**config.mk**
```make
export PLATFORM = sky130hd
export DESIGN_NAME = llc_cfg_regs
export DESIGN_NICKNAME = d
export VERILOG_FILES = /design/src/source/host_geom_pkg.sv /design/src/source/host_bus_pkg.sv /design/src/source/llc_cfg_regs.sv
export SDC_FILE = /design/constraint.sdc
export NUM_CORES = 1
export LEC_CHECK = 0
export BUFFER_PORTS_ARGS = -buffer_cell sky130_fd_sc_hd__buf_2
export CORE_MARGIN = 2
export CORE_UTILIZATION = 58
export DETAILED_ROUTE_END_ITERATION = 10
export PLACE_DENSITY = 0.9
export SLEW_MARGIN = 20
export SYNTH_ARGS = -nofsm -noshare
export SYNTH_HDL_FRONTEND = slang
export SYNTH_SLANG_ARGS = --single-unit
```
**constraint.sdc**
```tcl
create_clock -name clk_i -period 2.3 [get_ports clk_i]
set_input_delay 0.23 -clock clk_i [delete_from_list [all_inputs] [get_ports clk_i]]
set_output_delay 0.23 -clock clk_i [all_outputs]
set_load 0.005 [all_outputs]
```
**src/source/host_geom_pkg.sv**
```systemverilog
// Host memory path geometry
// L2 bank layout, last-level-cache tag store shape and the
// configuration register map of the cache tracker
`default_nettype none

package host_geom_pkg;

  // Bus widths
  localparam int unsigned ADDR_W = 32;
  localparam int unsigned DATA_W = 32;

  // Byte offset inside a word
  localparam int unsigned WORD_OFF_W = $clog2(DATA_W / 8);

  // L2 memory word interleaved over the banks
  localparam int unsigned NB_L2_BANKS    = 8;
  localparam int unsigned L2_BANK_SIZE   = 1024;
  localparam int unsigned L2_BANK_ADDR_W = $clog2(L2_BANK_SIZE);
  localparam int unsigned BANK_SEL_W     = $clog2(NB_L2_BANKS);

  // Direct-mapped tag store
  localparam int unsigned LLC_NUM_LINES  = 256;
  localparam int unsigned LLC_NUM_BLOCKS = 8;
  localparam int unsigned LLC_INDEX_W    = $clog2(LLC_NUM_LINES);
  localparam int unsigned LINE_OFF_W     = WORD_OFF_W + $clog2(LLC_NUM_BLOCKS);
  localparam int unsigned LLC_TAG_W      = ADDR_W - LLC_INDEX_W - LINE_OFF_W;

  // Register map
  localparam int unsigned CFG_ADDR_W = 8;

  localparam logic [CFG_ADDR_W-1:0] REG_CACHE_START = 8'h00;
  localparam logic [CFG_ADDR_W-1:0] REG_CACHE_END   = 8'h04;
  localparam logic [CFG_ADDR_W-1:0] REG_SPM_START   = 8'h08;
  localparam logic [CFG_ADDR_W-1:0] REG_RD_HIT      = 8'h10;
  localparam logic [CFG_ADDR_W-1:0] REG_RD_MISS     = 8'h14;
  localparam logic [CFG_ADDR_W-1:0] REG_WR_HIT      = 8'h18;
  localparam logic [CFG_ADDR_W-1:0] REG_WR_MISS     = 8'h1C;

  // Read value of any offset outside the map
  localparam logic [DATA_W-1:0] CFG_UNMAPPED_DATA = 32'hDEAD_F000;

  // Scratchpad disabled out of reset
  localparam logic [ADDR_W-1:0] SPM_START_RESET = 32'hFFFF_FFFF;

endpackage

`default_nettype wire

```
**src/source/host_bus_pkg.sv**
```systemverilog
// Host memory path bus types
// Request and response records of the memory and configuration ports,
// plus the range settings and event bundle shared by the cache tracker
`default_nettype none

package host_bus_pkg;

  // Memory port request of one word per beat
  typedef struct packed {
    logic                             valid;
    logic                             we;
    logic [host_geom_pkg::ADDR_W-1:0] addr;
    logic [host_geom_pkg::DATA_W-1:0] wdata;
  } mem_req_t;

  // Memory port response one cycle after the request
  typedef struct packed {
    logic                             valid;
    logic [host_geom_pkg::DATA_W-1:0] rdata;
  } mem_rsp_t;

  // Configuration port request
  typedef struct packed {
    logic                                 valid;
    logic                                 we;
    logic [host_geom_pkg::CFG_ADDR_W-1:0] offset;
    logic [host_geom_pkg::DATA_W-1:0]     wdata;
  } cfg_req_t;

  // Configuration port response
  typedef struct packed {
    logic                             valid;
    logic [host_geom_pkg::DATA_W-1:0] rdata;
  } cfg_rsp_t;

  // Address ranges that steer the tracker
  // Cached range is half open with the end excluded
  typedef struct packed {
    logic [host_geom_pkg::ADDR_W-1:0] cache_start;
    logic [host_geom_pkg::ADDR_W-1:0] cache_end;
    logic [host_geom_pkg::ADDR_W-1:0] spm_start;
  } llc_region_t;

  // Tracker events with at most one high per cycle
  typedef struct packed {
    logic read_hit;
    logic read_miss;
    logic write_hit;
    logic write_miss;
  } llc_events_t;

endpackage

`default_nettype wire

```
**src/source/llc_cfg_regs.sv**
```systemverilog
// Cache tracker configuration registers
// Holds the cached range and scratchpad start, counts hit and miss
// events and answers register accesses one cycle later
`timescale 1ns/100ps
`default_nettype none

module llc_cfg_regs (
  input  logic                     clk_i,
  input  logic                     rst_i,
  input  host_bus_pkg::cfg_req_t    cfg_req_i,
  output host_bus_pkg::cfg_rsp_t    cfg_rsp_o,
  input  host_bus_pkg::llc_events_t events_i,
  output host_bus_pkg::llc_region_t region_o,
  output logic                     flush_o
);

  import host_geom_pkg::*;
  import host_bus_pkg::*;

  llc_region_t       region_q;
  logic              flush_q;
  logic              wr_en;
  logic [DATA_W-1:0] rd_hit_cnt_q;
  logic [DATA_W-1:0] rd_miss_cnt_q;
  logic [DATA_W-1:0] wr_hit_cnt_q;
  logic [DATA_W-1:0] wr_miss_cnt_q;
  logic [DATA_W-1:0] rdata_d;
  logic [DATA_W-1:0] rdata_q;
  logic              rsp_valid_q;

  assign wr_en = cfg_req_i.valid && cfg_req_i.we;

  // Any range register write invalidates the tag store
  always_ff @(posedge clk_i) begin
    if (rst_i) begin
      region_q.cache_start <= '0;
      region_q.cache_end   <= '0;
      region_q.spm_start   <= SPM_START_RESET;
      flush_q              <= 1'b0;
    end else begin
      flush_q <= 1'b0;
      if (wr_en) begin
        case (cfg_req_i.offset)
          REG_CACHE_START: begin
            region_q.cache_start <= cfg_req_i.wdata;
            flush_q              <= 1'b1;
          end
          REG_CACHE_END: begin
            region_q.cache_end <= cfg_req_i.wdata;
            flush_q            <= 1'b1;
          end
          REG_SPM_START: begin
            region_q.spm_start <= cfg_req_i.wdata;
            flush_q            <= 1'b1;
          end
          default: ;
        endcase
      end
    end
  end

  // Event counters are read only from the bus side
  always_ff @(posedge clk_i) begin
    if (rst_i) begin
      rd_hit_cnt_q  <= '0;
      rd_miss_cnt_q <= '0;
      wr_hit_cnt_q  <= '0;
      wr_miss_cnt_q <= '0;
    end else begin
      if (events_i.read_hit)   rd_hit_cnt_q  <= rd_hit_cnt_q + 1'b1;
      if (events_i.read_miss)  rd_miss_cnt_q <= rd_miss_cnt_q + 1'b1;
      if (events_i.write_hit)  wr_hit_cnt_q  <= wr_hit_cnt_q + 1'b1;
      if (events_i.write_miss) wr_miss_cnt_q <= wr_miss_cnt_q + 1'b1;
    end
  end

  always_comb begin
    case (cfg_req_i.offset)
      REG_CACHE_START: rdata_d = region_q.cache_start;
      REG_CACHE_END:   rdata_d = region_q.cache_end;
      REG_SPM_START:   rdata_d = region_q.spm_start;
      REG_RD_HIT:      rdata_d = rd_hit_cnt_q;
      REG_RD_MISS:     rdata_d = rd_miss_cnt_q;
      REG_WR_HIT:      rdata_d = wr_hit_cnt_q;
      REG_WR_MISS:     rdata_d = wr_miss_cnt_q;
      default:         rdata_d = CFG_UNMAPPED_DATA;
    endcase
  end

  always_ff @(posedge clk_i) begin
    if (rst_i) begin
      rsp_valid_q <= 1'b0;
    end else begin
      rsp_valid_q <= cfg_req_i.valid;
    end
  end

  always_ff @(posedge clk_i) begin
    if (cfg_req_i.valid) begin
      rdata_q <= rdata_d;
    end
  end

  assign cfg_rsp_o.valid = rsp_valid_q;
  assign cfg_rsp_o.rdata = rdata_q;
  assign region_o        = region_q;
  assign flush_o         = flush_q;

endmodule

`default_nettype wire

```
; ---- Word level (Yosys, flattened, before mapping)
; Index checks and enable logic that the tools add are counted.
[totals]
regBits = 258
inputBits = 48
out_inout_bits = 130
elab_cells = 30
[op_classes]
add_sub_neg = 4
eq_ne = 6
n_mux = 2
bitwise = 1
reduce_logical = 7
[op_table]
columns = op, n
row1 = 32-bit case mux with 7 select lines, 1
row2 = 32-bit by 1-bit adder with 32-bit output (second input constant), 4
row3 = 8-bit by 5-bit == test with 1-bit output (second input constant), 4
row4 = 8-bit by 3-bit == test with 1-bit output (second input constant), 1
row5 = 8-bit by 4-bit == test with 1-bit output (second input constant), 1
row6 = 8-bit logical NOT, 1
row7 = 2-bit AND reduction, 3
row8 = 3-bit OR reduction, 1
row9 = 2-bit OR reduction, 1
row10 = 1-bit logical AND, 1
row11 = 1-bit two-way mux, 1
row12 = 1-bit inverter, 1

; ---- Depth between registers and ports, before layout
; Gate-level depths: netlist of run 1.
[depth]
word_depth = 3
ltp_mapped = 8
ltp_nobuf = 5

; ---- Worst setup path after synthesis of run 1
; No wires, ideal clock.
[synth_timing]
path_type = flip-flop to flip-flop
startpoint = register wr_miss_cnt_q[8]
endpoint = register wr_miss_cnt_q[31]
setup_time_ns = 0.123
arrival_time_ns = 1.898
required_ns = 2.177
slack_ns = 0.279
stages_incl_launch_ff = 7
n_path_buf = 2
synth_period_minus_slack_ns = 2.021
path_cell_list = dfxtp_1 > nand4_2 > or4_1 > clkbuf_2 > buf_6 > nor4_2 > mux2_1
[synth_between]
elab_chain_cells = 1
[synth_lines]
columns = item, line_no
row1 = from (decl), llc_cfg_regs.sv:26  ; logic [DATA_W-1:0] wr_miss_cnt_q;
row2 = from (signal assigned), llc_cfg_regs.sv:73  ; if (events_i.write_miss) wr_miss_cnt_q <= wr_miss_cnt_q + 1'b1;
row3 = 32-bit by 1-bit adder with 32-bit output, llc_cfg_regs.sv:73
; Every way passes these cells.
; A chain may end at the register's enable or synchronous reset.

; ---- Worst setup path in the final report of run 1
[layout_timing]
startpoint = register rd_hit_cnt_q[7]
endpoint = register rd_hit_cnt_q[25]
[layout_between]
elab_chain_cells = 1
[layout_lines]
columns = item, line_no
row1 = from (decl), llc_cfg_regs.sv:23  ; logic [DATA_W-1:0] rd_hit_cnt_q;
row2 = from (signal assigned), llc_cfg_regs.sv:70  ; if (events_i.read_hit) rd_hit_cnt_q <= rd_hit_cnt_q + 1'b1;
row3 = 32-bit by 1-bit adder with 32-bit output, llc_cfg_regs.sv:70
; Every way passes these cells.

==> reports/qor.yml, run 1 <==
setup_path:
  path_cells: "nand4_1 > or4_1 > buf_4 > or4_1 > a21oi_1"
  rr_endpoint: "rd_hit_cnt_q[25]$_SDFFE_PP0P_"
  path_buf_inv: 1
  r2r_start: "rd_hit_cnt_q[7]$_SDFFE_PP0P_"
  cp_common_cell: "or4_1"
  slowest_stage: "or4_1"
  required_ps: 2770
  crit_family: "simple AND/OR/NAND/NOR gates"
  critical_path_depth: 5
  cp-start-kind: "flip-flop"
  cp.arrival_ps: 2650
  reg2reg_slack_ps: 120
  path_max_fanout: 17
  end_kind: "flip-flop"
  ff2ff_path_depth: 5
  criticalPathCategory: "reg2reg"
  max_stage_delay_ps: 570
power:
  switchingPower_mw: 2.23
  power_frac_seq_pct: 50.1
  clockPowerShare_pct: 44.3
  p_sw_share_pct: 24.1
  p_leak_nw: 5.23
  combPwrFrac_pct: 5.6
  cell_internal_pwr_mw: 7.02
  ir_drop_mv: 0.532
  power_density_mw_per_mm2: 622
routing:
  drt_first_pass_iters: 8
  routed.top_layer: "met4"
  vias: 12431
  wl_met2_um: 18900
  ant_nets: 0
  met1_length_um: 14800
  drcViolationCount: 0
  viasPerCell: 6.67
  routedWlPerCell_um: 22.0
  dr_wl_met3_um: 4730
  drt_iter0_drc: 1521
  wl_um: 40900
die:
  dieWidth_um: 150
  core.rowCount: 53
  fp.coreArea_mm2: 0.0210
  fp.dieH_um: 150
  ios: 178
  start_util_pct: 58.9
  dieArea_mm2: 0.0225
timing:
  setup_ws_ps: 121
  min_period_ps: 2180
  finalCritPeriodShare_pct: 94.7
  skew_ps: 15.3
  finalSetupViolations: 0
  final_max_slew_viol_count: 0
  max-slew-margin-rel_pct: 58.8
  hold_ws_ps: 35.1
  hold_violations: 0
  tns_ps: 0
  tightest_slew_ps: 618
  fmax_mhz: 459
  rsz0062_at_grt: "no"
yosys:
  synthFlopType: "dfxtp_1"
  syn-cell-area_mm2: 0.0124
  synth_top_family_by_area: "simple AND/OR/NAND/NOR gates"
  synth_compound_area_share_pct: 18.2
  syn-num-nets: 1425
  synth_cell_types: 67
  synth_edf_count: 32
  async_flop_share_pct: 0
  yosysWarningCount: 0
  synthAdderAreaFrac_pct: 0.404
  avgSynthCellArea_um2: 9.02
  synth_seq_cells: 258
  synth-simple-area-share_pct: 22.9
  synth_mux_area_share_pct: 6.55
  syn-instance-count: 1373
  synthXorXnorAreaFrac_pct: 3.32
  seq_area_frac_synth_pct: 44.3
run_status:
  status: "finished clean"
placement:
  dp_hpwl_um: 28300
  place_congestion: 0.967
  pre_cts_slack_ps: 90.4
  dp_cells: 1782
  portBuffers: 177
layout:
  layout_common_cells: "dfxtp_1, nand2_1, buf_2"
  layout-drive-gt1-share_pct: 20.0
  final_cells: 1864
  area_growth_pct: 20.1
  fin_nets: 1620
  final_common_cell: "dfxtp_1"
clock_tree:
  cts_tree: "built"
  cts-root-buf: "clkbuf_16"
  cts_buffers: 27
  clk_path_buf_depth: 3
  clock-sinks: 258
  cts.clk_slew.worst_paths_ps: 70
  htree_levels: 1
  clk_latency_ps: 550
  cts_setup_buffers: 0
grt:
  grt_max_degree: 65
  grt_pass1_wl_um: 63000
  antenna_found_initial: 1
  grt_pass1_vias: 11625
  grt_overflow_total: 0
  track_usage_pct: 35.7
job:
  max-cap-violations: 0
min_path:
  min_to: "wr_miss_cnt_q[1]$_SDFFE_PP0P_"
  min_from: "events_i[0]"
  hold_depth: 3
  min_path_type: "in2reg"
[worst register-to-register path, stage by stage (launching register included)]
cell and delay [ps]:
dfxtp_1 440, nand4_1 240, or4_1 570, buf_4 200, or4_1 480, a21oi_1 170
[layer usage]
layer	track usage, %	vias to the layer above
met5	0	-
li1	-	5493
met4	19.0	0
met3	6.03	178
met2	58.5	892
met1	45.2	5868
[worst max-delay path by stage]
stage / to / startpoint
CTS: wr_miss_cnt_q[24]$_SDFFE_PP0P_ / wr_miss_cnt_q[9]$_SDFFE_PP0P_
global route: rd_hit_cnt_q[25]$_SDFFE_PP0P_ / rd_hit_cnt_q[8]$_SDFFE_PP0P_
floorplan: wr_miss_cnt_q[31]$_SDFFE_PP0P_ / wr_miss_cnt_q[8]$_SDFFE_PP0P_
detailed placement: wr_miss_cnt_q[31]$_SDFFE_PP0P_ / wr_miss_cnt_q[9]$_SDFFE_PP0P_
global placement: rdata_q[14]$_DFFE_PP_ / cfg_req_i[37]
finish: rd_hit_cnt_q[25]$_SDFFE_PP0P_ / rd_hit_cnt_q[7]$_SDFFE_PP0P_
[Yosys cell counts (all sizes together), types with 4 or more instances]
master | number | area share, %
xnor2 | 22 | 1.6
xor2 | 25 | 1.8
o2bb2ai | 10 | 0.71
a222oi | 12 | 0.97
o21ai | 36 | 1.5
o31ai | 52 | 3.2
o22a | 8 | 0.57
nor2b | 46 | 2.3
or2 | 4 | 0.20
o211ai | 7 | 0.42
a21oi | 145 | 5.9
mux4 | 9 | 1.6
nand2b | 5 | 0.25
o221ai | 6 | 0.42
clkbuf | 62 | 1.9
buf | 38 | 1.9
inv | 20 | 0.61
nor3 | 17 | 0.73
and3 | 8 | 0.40
edfxtp | 32 | 7.8
a21o | 10 | 0.61
nand3 | 36 | 1.5
and4 | 14 | 1.0
a221oi | 4 | 0.28
nor4 | 12 | 0.88
and2 | 4 | 0.20
dfxtp | 226 | 37
mux2i | 45 | 3.6
a211o | 33 | 2.3
or4 | 61 | 3.7
nand2 | 181 | 5.5
mux2 | 14 | 1.3
nand4 | 41 | 2.3
nor2 | 71 | 2.2
ha | 4 | 0.40
or3 | 26 | 1.3
[kinds of logic (layout without fill, tap and decap cells)]
kind of cell / after synthesis / in the layout
muxes: 68 / 68
and+or+nand+nor: 532 / 532
adders and majority gates: 4 / 4
AOI/OAI and AO/OA: 344 / 344
buffers and inverters: 120 / 335
xor gates and xnor gates: 47 / 47
other: 0 / 1
DFF: 258 / 258
[through the flow]
stage	utilization (%)	instance area (µm²)	power (mW)
2_1_floorplan	-	12400	4.96
3_3_place_gp	65.3	13700	5.18
3_5_place_dp	65.3	13700	5.19
4_1_cts	70.7	14900	9.24
5_1_grt	70.7	14900	9.47
6_report	70.8	14900	9.25
[sequential cells by signal, summed over array words and instances (netlist names)]
| name | count |
|---|---|
| region_o | 96 |
| rd_hit_cnt_q | 32 |
| rd_miss_cnt_q | 32 |
| rdata_q | 32 |
| wr_hit_cnt_q | 32 |
| wr_miss_cnt_q | 32 |
| flush_o | 1 |
| rsp_valid_q | 1 |
[power groups by stage]
stage	clock network (mW)	registers [mW]	logic [mW]
2_1_floorplan	0	4.72	0.240
3_3_place_gp	0	4.73	0.451
3_5_place_dp	0	4.73	0.461
4_1_cts	4.11	4.63	0.505
5_1_grt	4.29	4.63	0.550
6_report	4.10	4.63	0.521
[what timing repair did]
action                     in CTS  in global routing
hold buffers                   32                  0
setup endpoints to repair       0                  8
hold endpoints to repair       89                  0
gates resized for setup         0                  2
[cell type report]
| type | instances | area [µm²] |
|---|---|---|
| antenna | 1 | 2.50 |
| clock buffer | 36 | 709 |
| clock inverter | 13 | 104 |
| fill | 1486 | 6150 |
| inverter | 20 | 75.1 |
| multi-input combinational | 995 | 6380 |
| sequential | 258 | 5490 |
| tap | 275 | 344 |
| timing repair buffer | 266 | 1780 |
Power figures use the tool's default switching activity.
==> run 2: changes to the inputs <==
Settings changed: ABC_AREA from default to 1, PLACE_DENSITY 0.9 to 0.89.
==> run 2 against run 1 <==
Core utilization down 0.76 points. Critical path type unchanged. Wire length grew 14%. Clock skew rose by 2.2 ps. Critical path depth grew 3. Total power rose by 0.24%. Via count grew 19%. Sequential power barely moved. Register-to-register slack improved by 340 ps.
==> reports/qor.yml, run 2 <==
clock_tree:
  htree_levels: 1  # unchanged
  cts_setup_buffers: 0  # unchanged
  cts_buffers: 27  # unchanged
  clk_latency_ps: 560  # was 550 ps
  clk_path_buf_depth: 3  # unchanged
  cts_hold_buf: 33  # was 32
  clock-sinks: 258  # unchanged
  cts.clk_slew.worst_paths_ps: 60  # was 70 ps
  cts_resized: 0  # unchanged
  cts_tree: "built"  # unchanged
  cts-root-buf: "clkbuf_16"  # unchanged
placement:
  place_congestion: 1.03  # was 0.967
  portBuffers: 177  # unchanged
  pre_cts_slack_ps: 364  # was 90.4 ps
  dp_hpwl_um: 33800  # was 28300 µm
layout:
  fin_nets: 2247  # was 1620
  n_antenna_cell: 0  # was 1
  area_growth_pct: 17.5  # was 20.1%
  final_common_cell: "nand2_1"  # was dfxtp_1
  layout_common_cells: "nand2_1, nor2_1, nand3_1"  # was dfxtp_1, nand2_1, buf_2
  fin_util_pct: 70.0  # was 70.8%
  layout-drive-gt1-share_pct: 11.9  # was 20.0%
  regArea_mm2: 0.00549  # unchanged
  multi_input_area_mm2: 0.00665  # was 0.00638 mm²
  fillers: 1851  # was 1486
  largest_reg_flops: 96  # unchanged
yosys:
  syn-cell-area_mm2: 0.0131  # was 0.0124 mm²
  synth_common_cells: "nand2_1, nor2_1, nand3_1, dfxtp_1, inv_1"  # was dfxtp_1, nand2_1, a21oi_1, nor2_1
  synth_edf_count: 32  # unchanged
  synth_cell_types: 33  # was 67
  yosysWarningCount: 0  # unchanged
  synth_area_leaders: "dfxtp_1, nand2_1, nor2_1"  # was dfxtp_1, edfxtp_1, a21oi_1
  synth_seq_cells: 258  # unchanged
  avgSynthCellArea_um2: 6.49  # was 9.02 µm²
  syn-num-nets: 2066  # was 1425
  syn-instance-count: 2014  # was 1373
  synth_top_area_share_pct: 34.6  # was 36.5%
  synth_most_common_cell: "nand2_1"  # was dfxtp_1
  synth_top_cell_by_area: "dfxtp_1"  # unchanged
  async_flop_share_pct: 0  # unchanged
  seq_area_frac_synth_pct: 41.9  # was 44.3%
  synthFlopType: "dfxtp_1"  # unchanged
routing:
  wl_um: 46700  # was 40900 µm
  vias: 14754  # was 12431
  drcViolationCount: 0  # unchanged
  viasPerCell: 5.92  # was 6.67
  drt_first_pass_iters: 7  # was 8
  drt_iter0_drc: 2077  # was 1521
  ant_nets: 0  # unchanged
  routedWlPerCell_um: 18.7  # was 22.0 µm
timing:
  min_period_ps: 1840  # was 2180 ps
  skew_ps: 17.5  # was 15.3 ps
  tightest_slew_ps: 648  # was 618 ps
  finalCritPeriodShare_pct: 79.8  # was 94.7%
  fmax_mhz: 545  # was 459 MHz
  rsz0062_at_grt: "no"  # unchanged
  final_max_slew_viol_count: 0  # unchanged
  setup_ws_ps: 464  # was 121 ps
  hold_ws_ps: 19.0  # was 35.1 ps
  tns_ps: 0  # unchanged
  max-slew-margin-rel_pct: 56.7  # was 58.8%
  finalSetupViolations: 0  # unchanged
  hold_violations: 0  # unchanged
die:
  dieWidth_um: 154  # was 150 µm
  ios: 178  # unchanged
  fp.dieH_um: 154  # was 150 µm
  start_util_pct: 59.6  # was 58.9%
  dieArea_mm2: 0.0238  # was 0.0225 mm²
  core.rowCount: 54  # was 53
  fp.coreArea_mm2: 0.0220  # was 0.0210 mm²
setup_path:
  required_ps: 2750  # was 2770 ps
  criticalPathCategory: "reg2reg"  # unchanged
  cp_common_cell: "nor2_1"  # was or4_1
  rr_endpoint: "wr_miss_cnt_q[26]$_SDFFE_PP0P_"  # was rd_hit_cnt_q[25]$_SDFFE_PP0P_
  cp-start-kind: "flip-flop"  # unchanged
  max_stage_delay_ps: 460  # was 570 ps
  path_cells: "ha_1 > nand3_1 > nor2_1 > nand2_1 > nor2_1 > nand2_1 > nor2_1 > nor2_1"  # was nand4_1 > or4_1 > buf_4 > or4_1 > a21oi_1
  end_kind: "flip-flop"  # unchanged
  path_max_fanout: 6  # was 17
  crit_family: "simple AND/OR/NAND/NOR gates"  # unchanged
  path_buf_inv: 0  # was 1
  slowest_stage: "dfxtp_1"  # was or4_1
  reg2reg_slack_ps: 460  # was 120 ps
  ff2ff_path_depth: 8  # was 5
  r2r_start: "wr_miss_cnt_q[0]$_SDFFE_PP0P_"  # was rd_hit_cnt_q[7]$_SDFFE_PP0P_
  cp.arrival_ps: 2280  # was 2650 ps
grt:
  grt_max_degree: 77  # was 65
  antenna_found_initial: 1  # unchanged
  grt_pass1_vias: 13480  # was 11625
  track_usage_pct: 38.4  # was 35.7%
  grt_pass1_wl_um: 72800  # was 63000 µm
  grtUsageMet2_pct: 59.9  # was 58.5%
  grt.busiest_layer: "met2"  # unchanged
  met3_usage_pct: 6.29  # was 6.03%
  met1_usage_pct: 50.0  # was 45.2%
  grt_overflow_total: 0  # unchanged
min_path:
  min_path_type: "in2reg"  # unchanged
  min_from: "events_i[2]"  # was events_i[0]
  min_to: "rd_miss_cnt_q[0]$_SDFFE_PP0P_"  # was wr_miss_cnt_q[1]$_SDFFE_PP0P_
  hold_depth: 2  # was 3
run_status:
  status: "finished clean"  # unchanged
power:
  ir_drop_mv: 0.557  # was 0.532 mV
  p_total_mw: 9.27  # was 9.25 mW
  p_leak_nw: 6.28  # was 5.23 nW
  power_density_mw_per_mm2: 603  # was 622 mW/mm²
job:
  max-cap-violations: 0  # unchanged
-- run 2: logic make-up after synthesis --
logic type / share of synthesized area [%]
AND/OR/NAND/NOR: 41.7
buffers and inverters: 7.33
adder cells (fa/ha/maj): 0.383
XOR/XNOR: 0.737
flip-flops: 41.9
AO/OA/AOI/OAI: 7.94
-- run 2: how the worst max path moves through the flow --
| stage | startpoint | end | slack [ps] | cells after the start |
|---|---|---|---|---|
| finish | wr_miss_cnt_q[0]$_SDFFE_PP0P_ | wr_miss_cnt_q[26]$_SDFFE_PP0P_ | 460 | 8 |
| global route | wr_miss_cnt_q[0]$_SDFFE_PP0P_ | wr_miss_cnt_q[26]$_SDFFE_PP0P_ | 260 | 9 |
| CTS | wr_miss_cnt_q[0]$_SDFFE_PP0P_ | wr_miss_cnt_q[26]$_SDFFE_PP0P_ | 480 | 8 |
| detailed placement | cfg_req_i[33] | rdata_q[11]$_DFFE_PP_ | 360 | 8 |
| global placement | cfg_req_i[33] | rdata_q[11]$_DFFE_PP_ | 460 | 8 |
| floorplan | cfg_req_i[33] | rdata_q[12]$_DFFE_PP_ | 870 | 9 |
-- run 2: where the power goes --
group / leakage, nW / switching (mW) / internal (mW)
combinational: 3.73 / 0.288 / 0.147
clock: 0.401 / 1.83 / 2.37
sequential: 2.15 / 0.0372 / 4.60
-- run 2: per-layer routing --
layer	routed length, µm	share of wire (%)
met5	13	0.028
met1	17600	38
met3	5520	12
met4	3100	6.6
met2	20500	44
-- run 2: metrics by stage --
stage / cell area, µm² / cells
floorplan: 13100 / 2014
global placement: 14200 / 2413
detailed placement: 14200 / 2413
CTS: 15400 / 2493
global route: 15400 / 2493
finish: 15400 / 2493
-- run 2: layout make-up --
cell class | instances | area share (%)
clock buffers | 46 | 5.25
inverters | 156 | 3.83
flip-flops and latches | 258 | 35.7
well taps | 280 | 2.28
clock inverters | 1 | 0.130
repair buffers | 236 | 9.59
multi-input cells | 1516 | 43.2
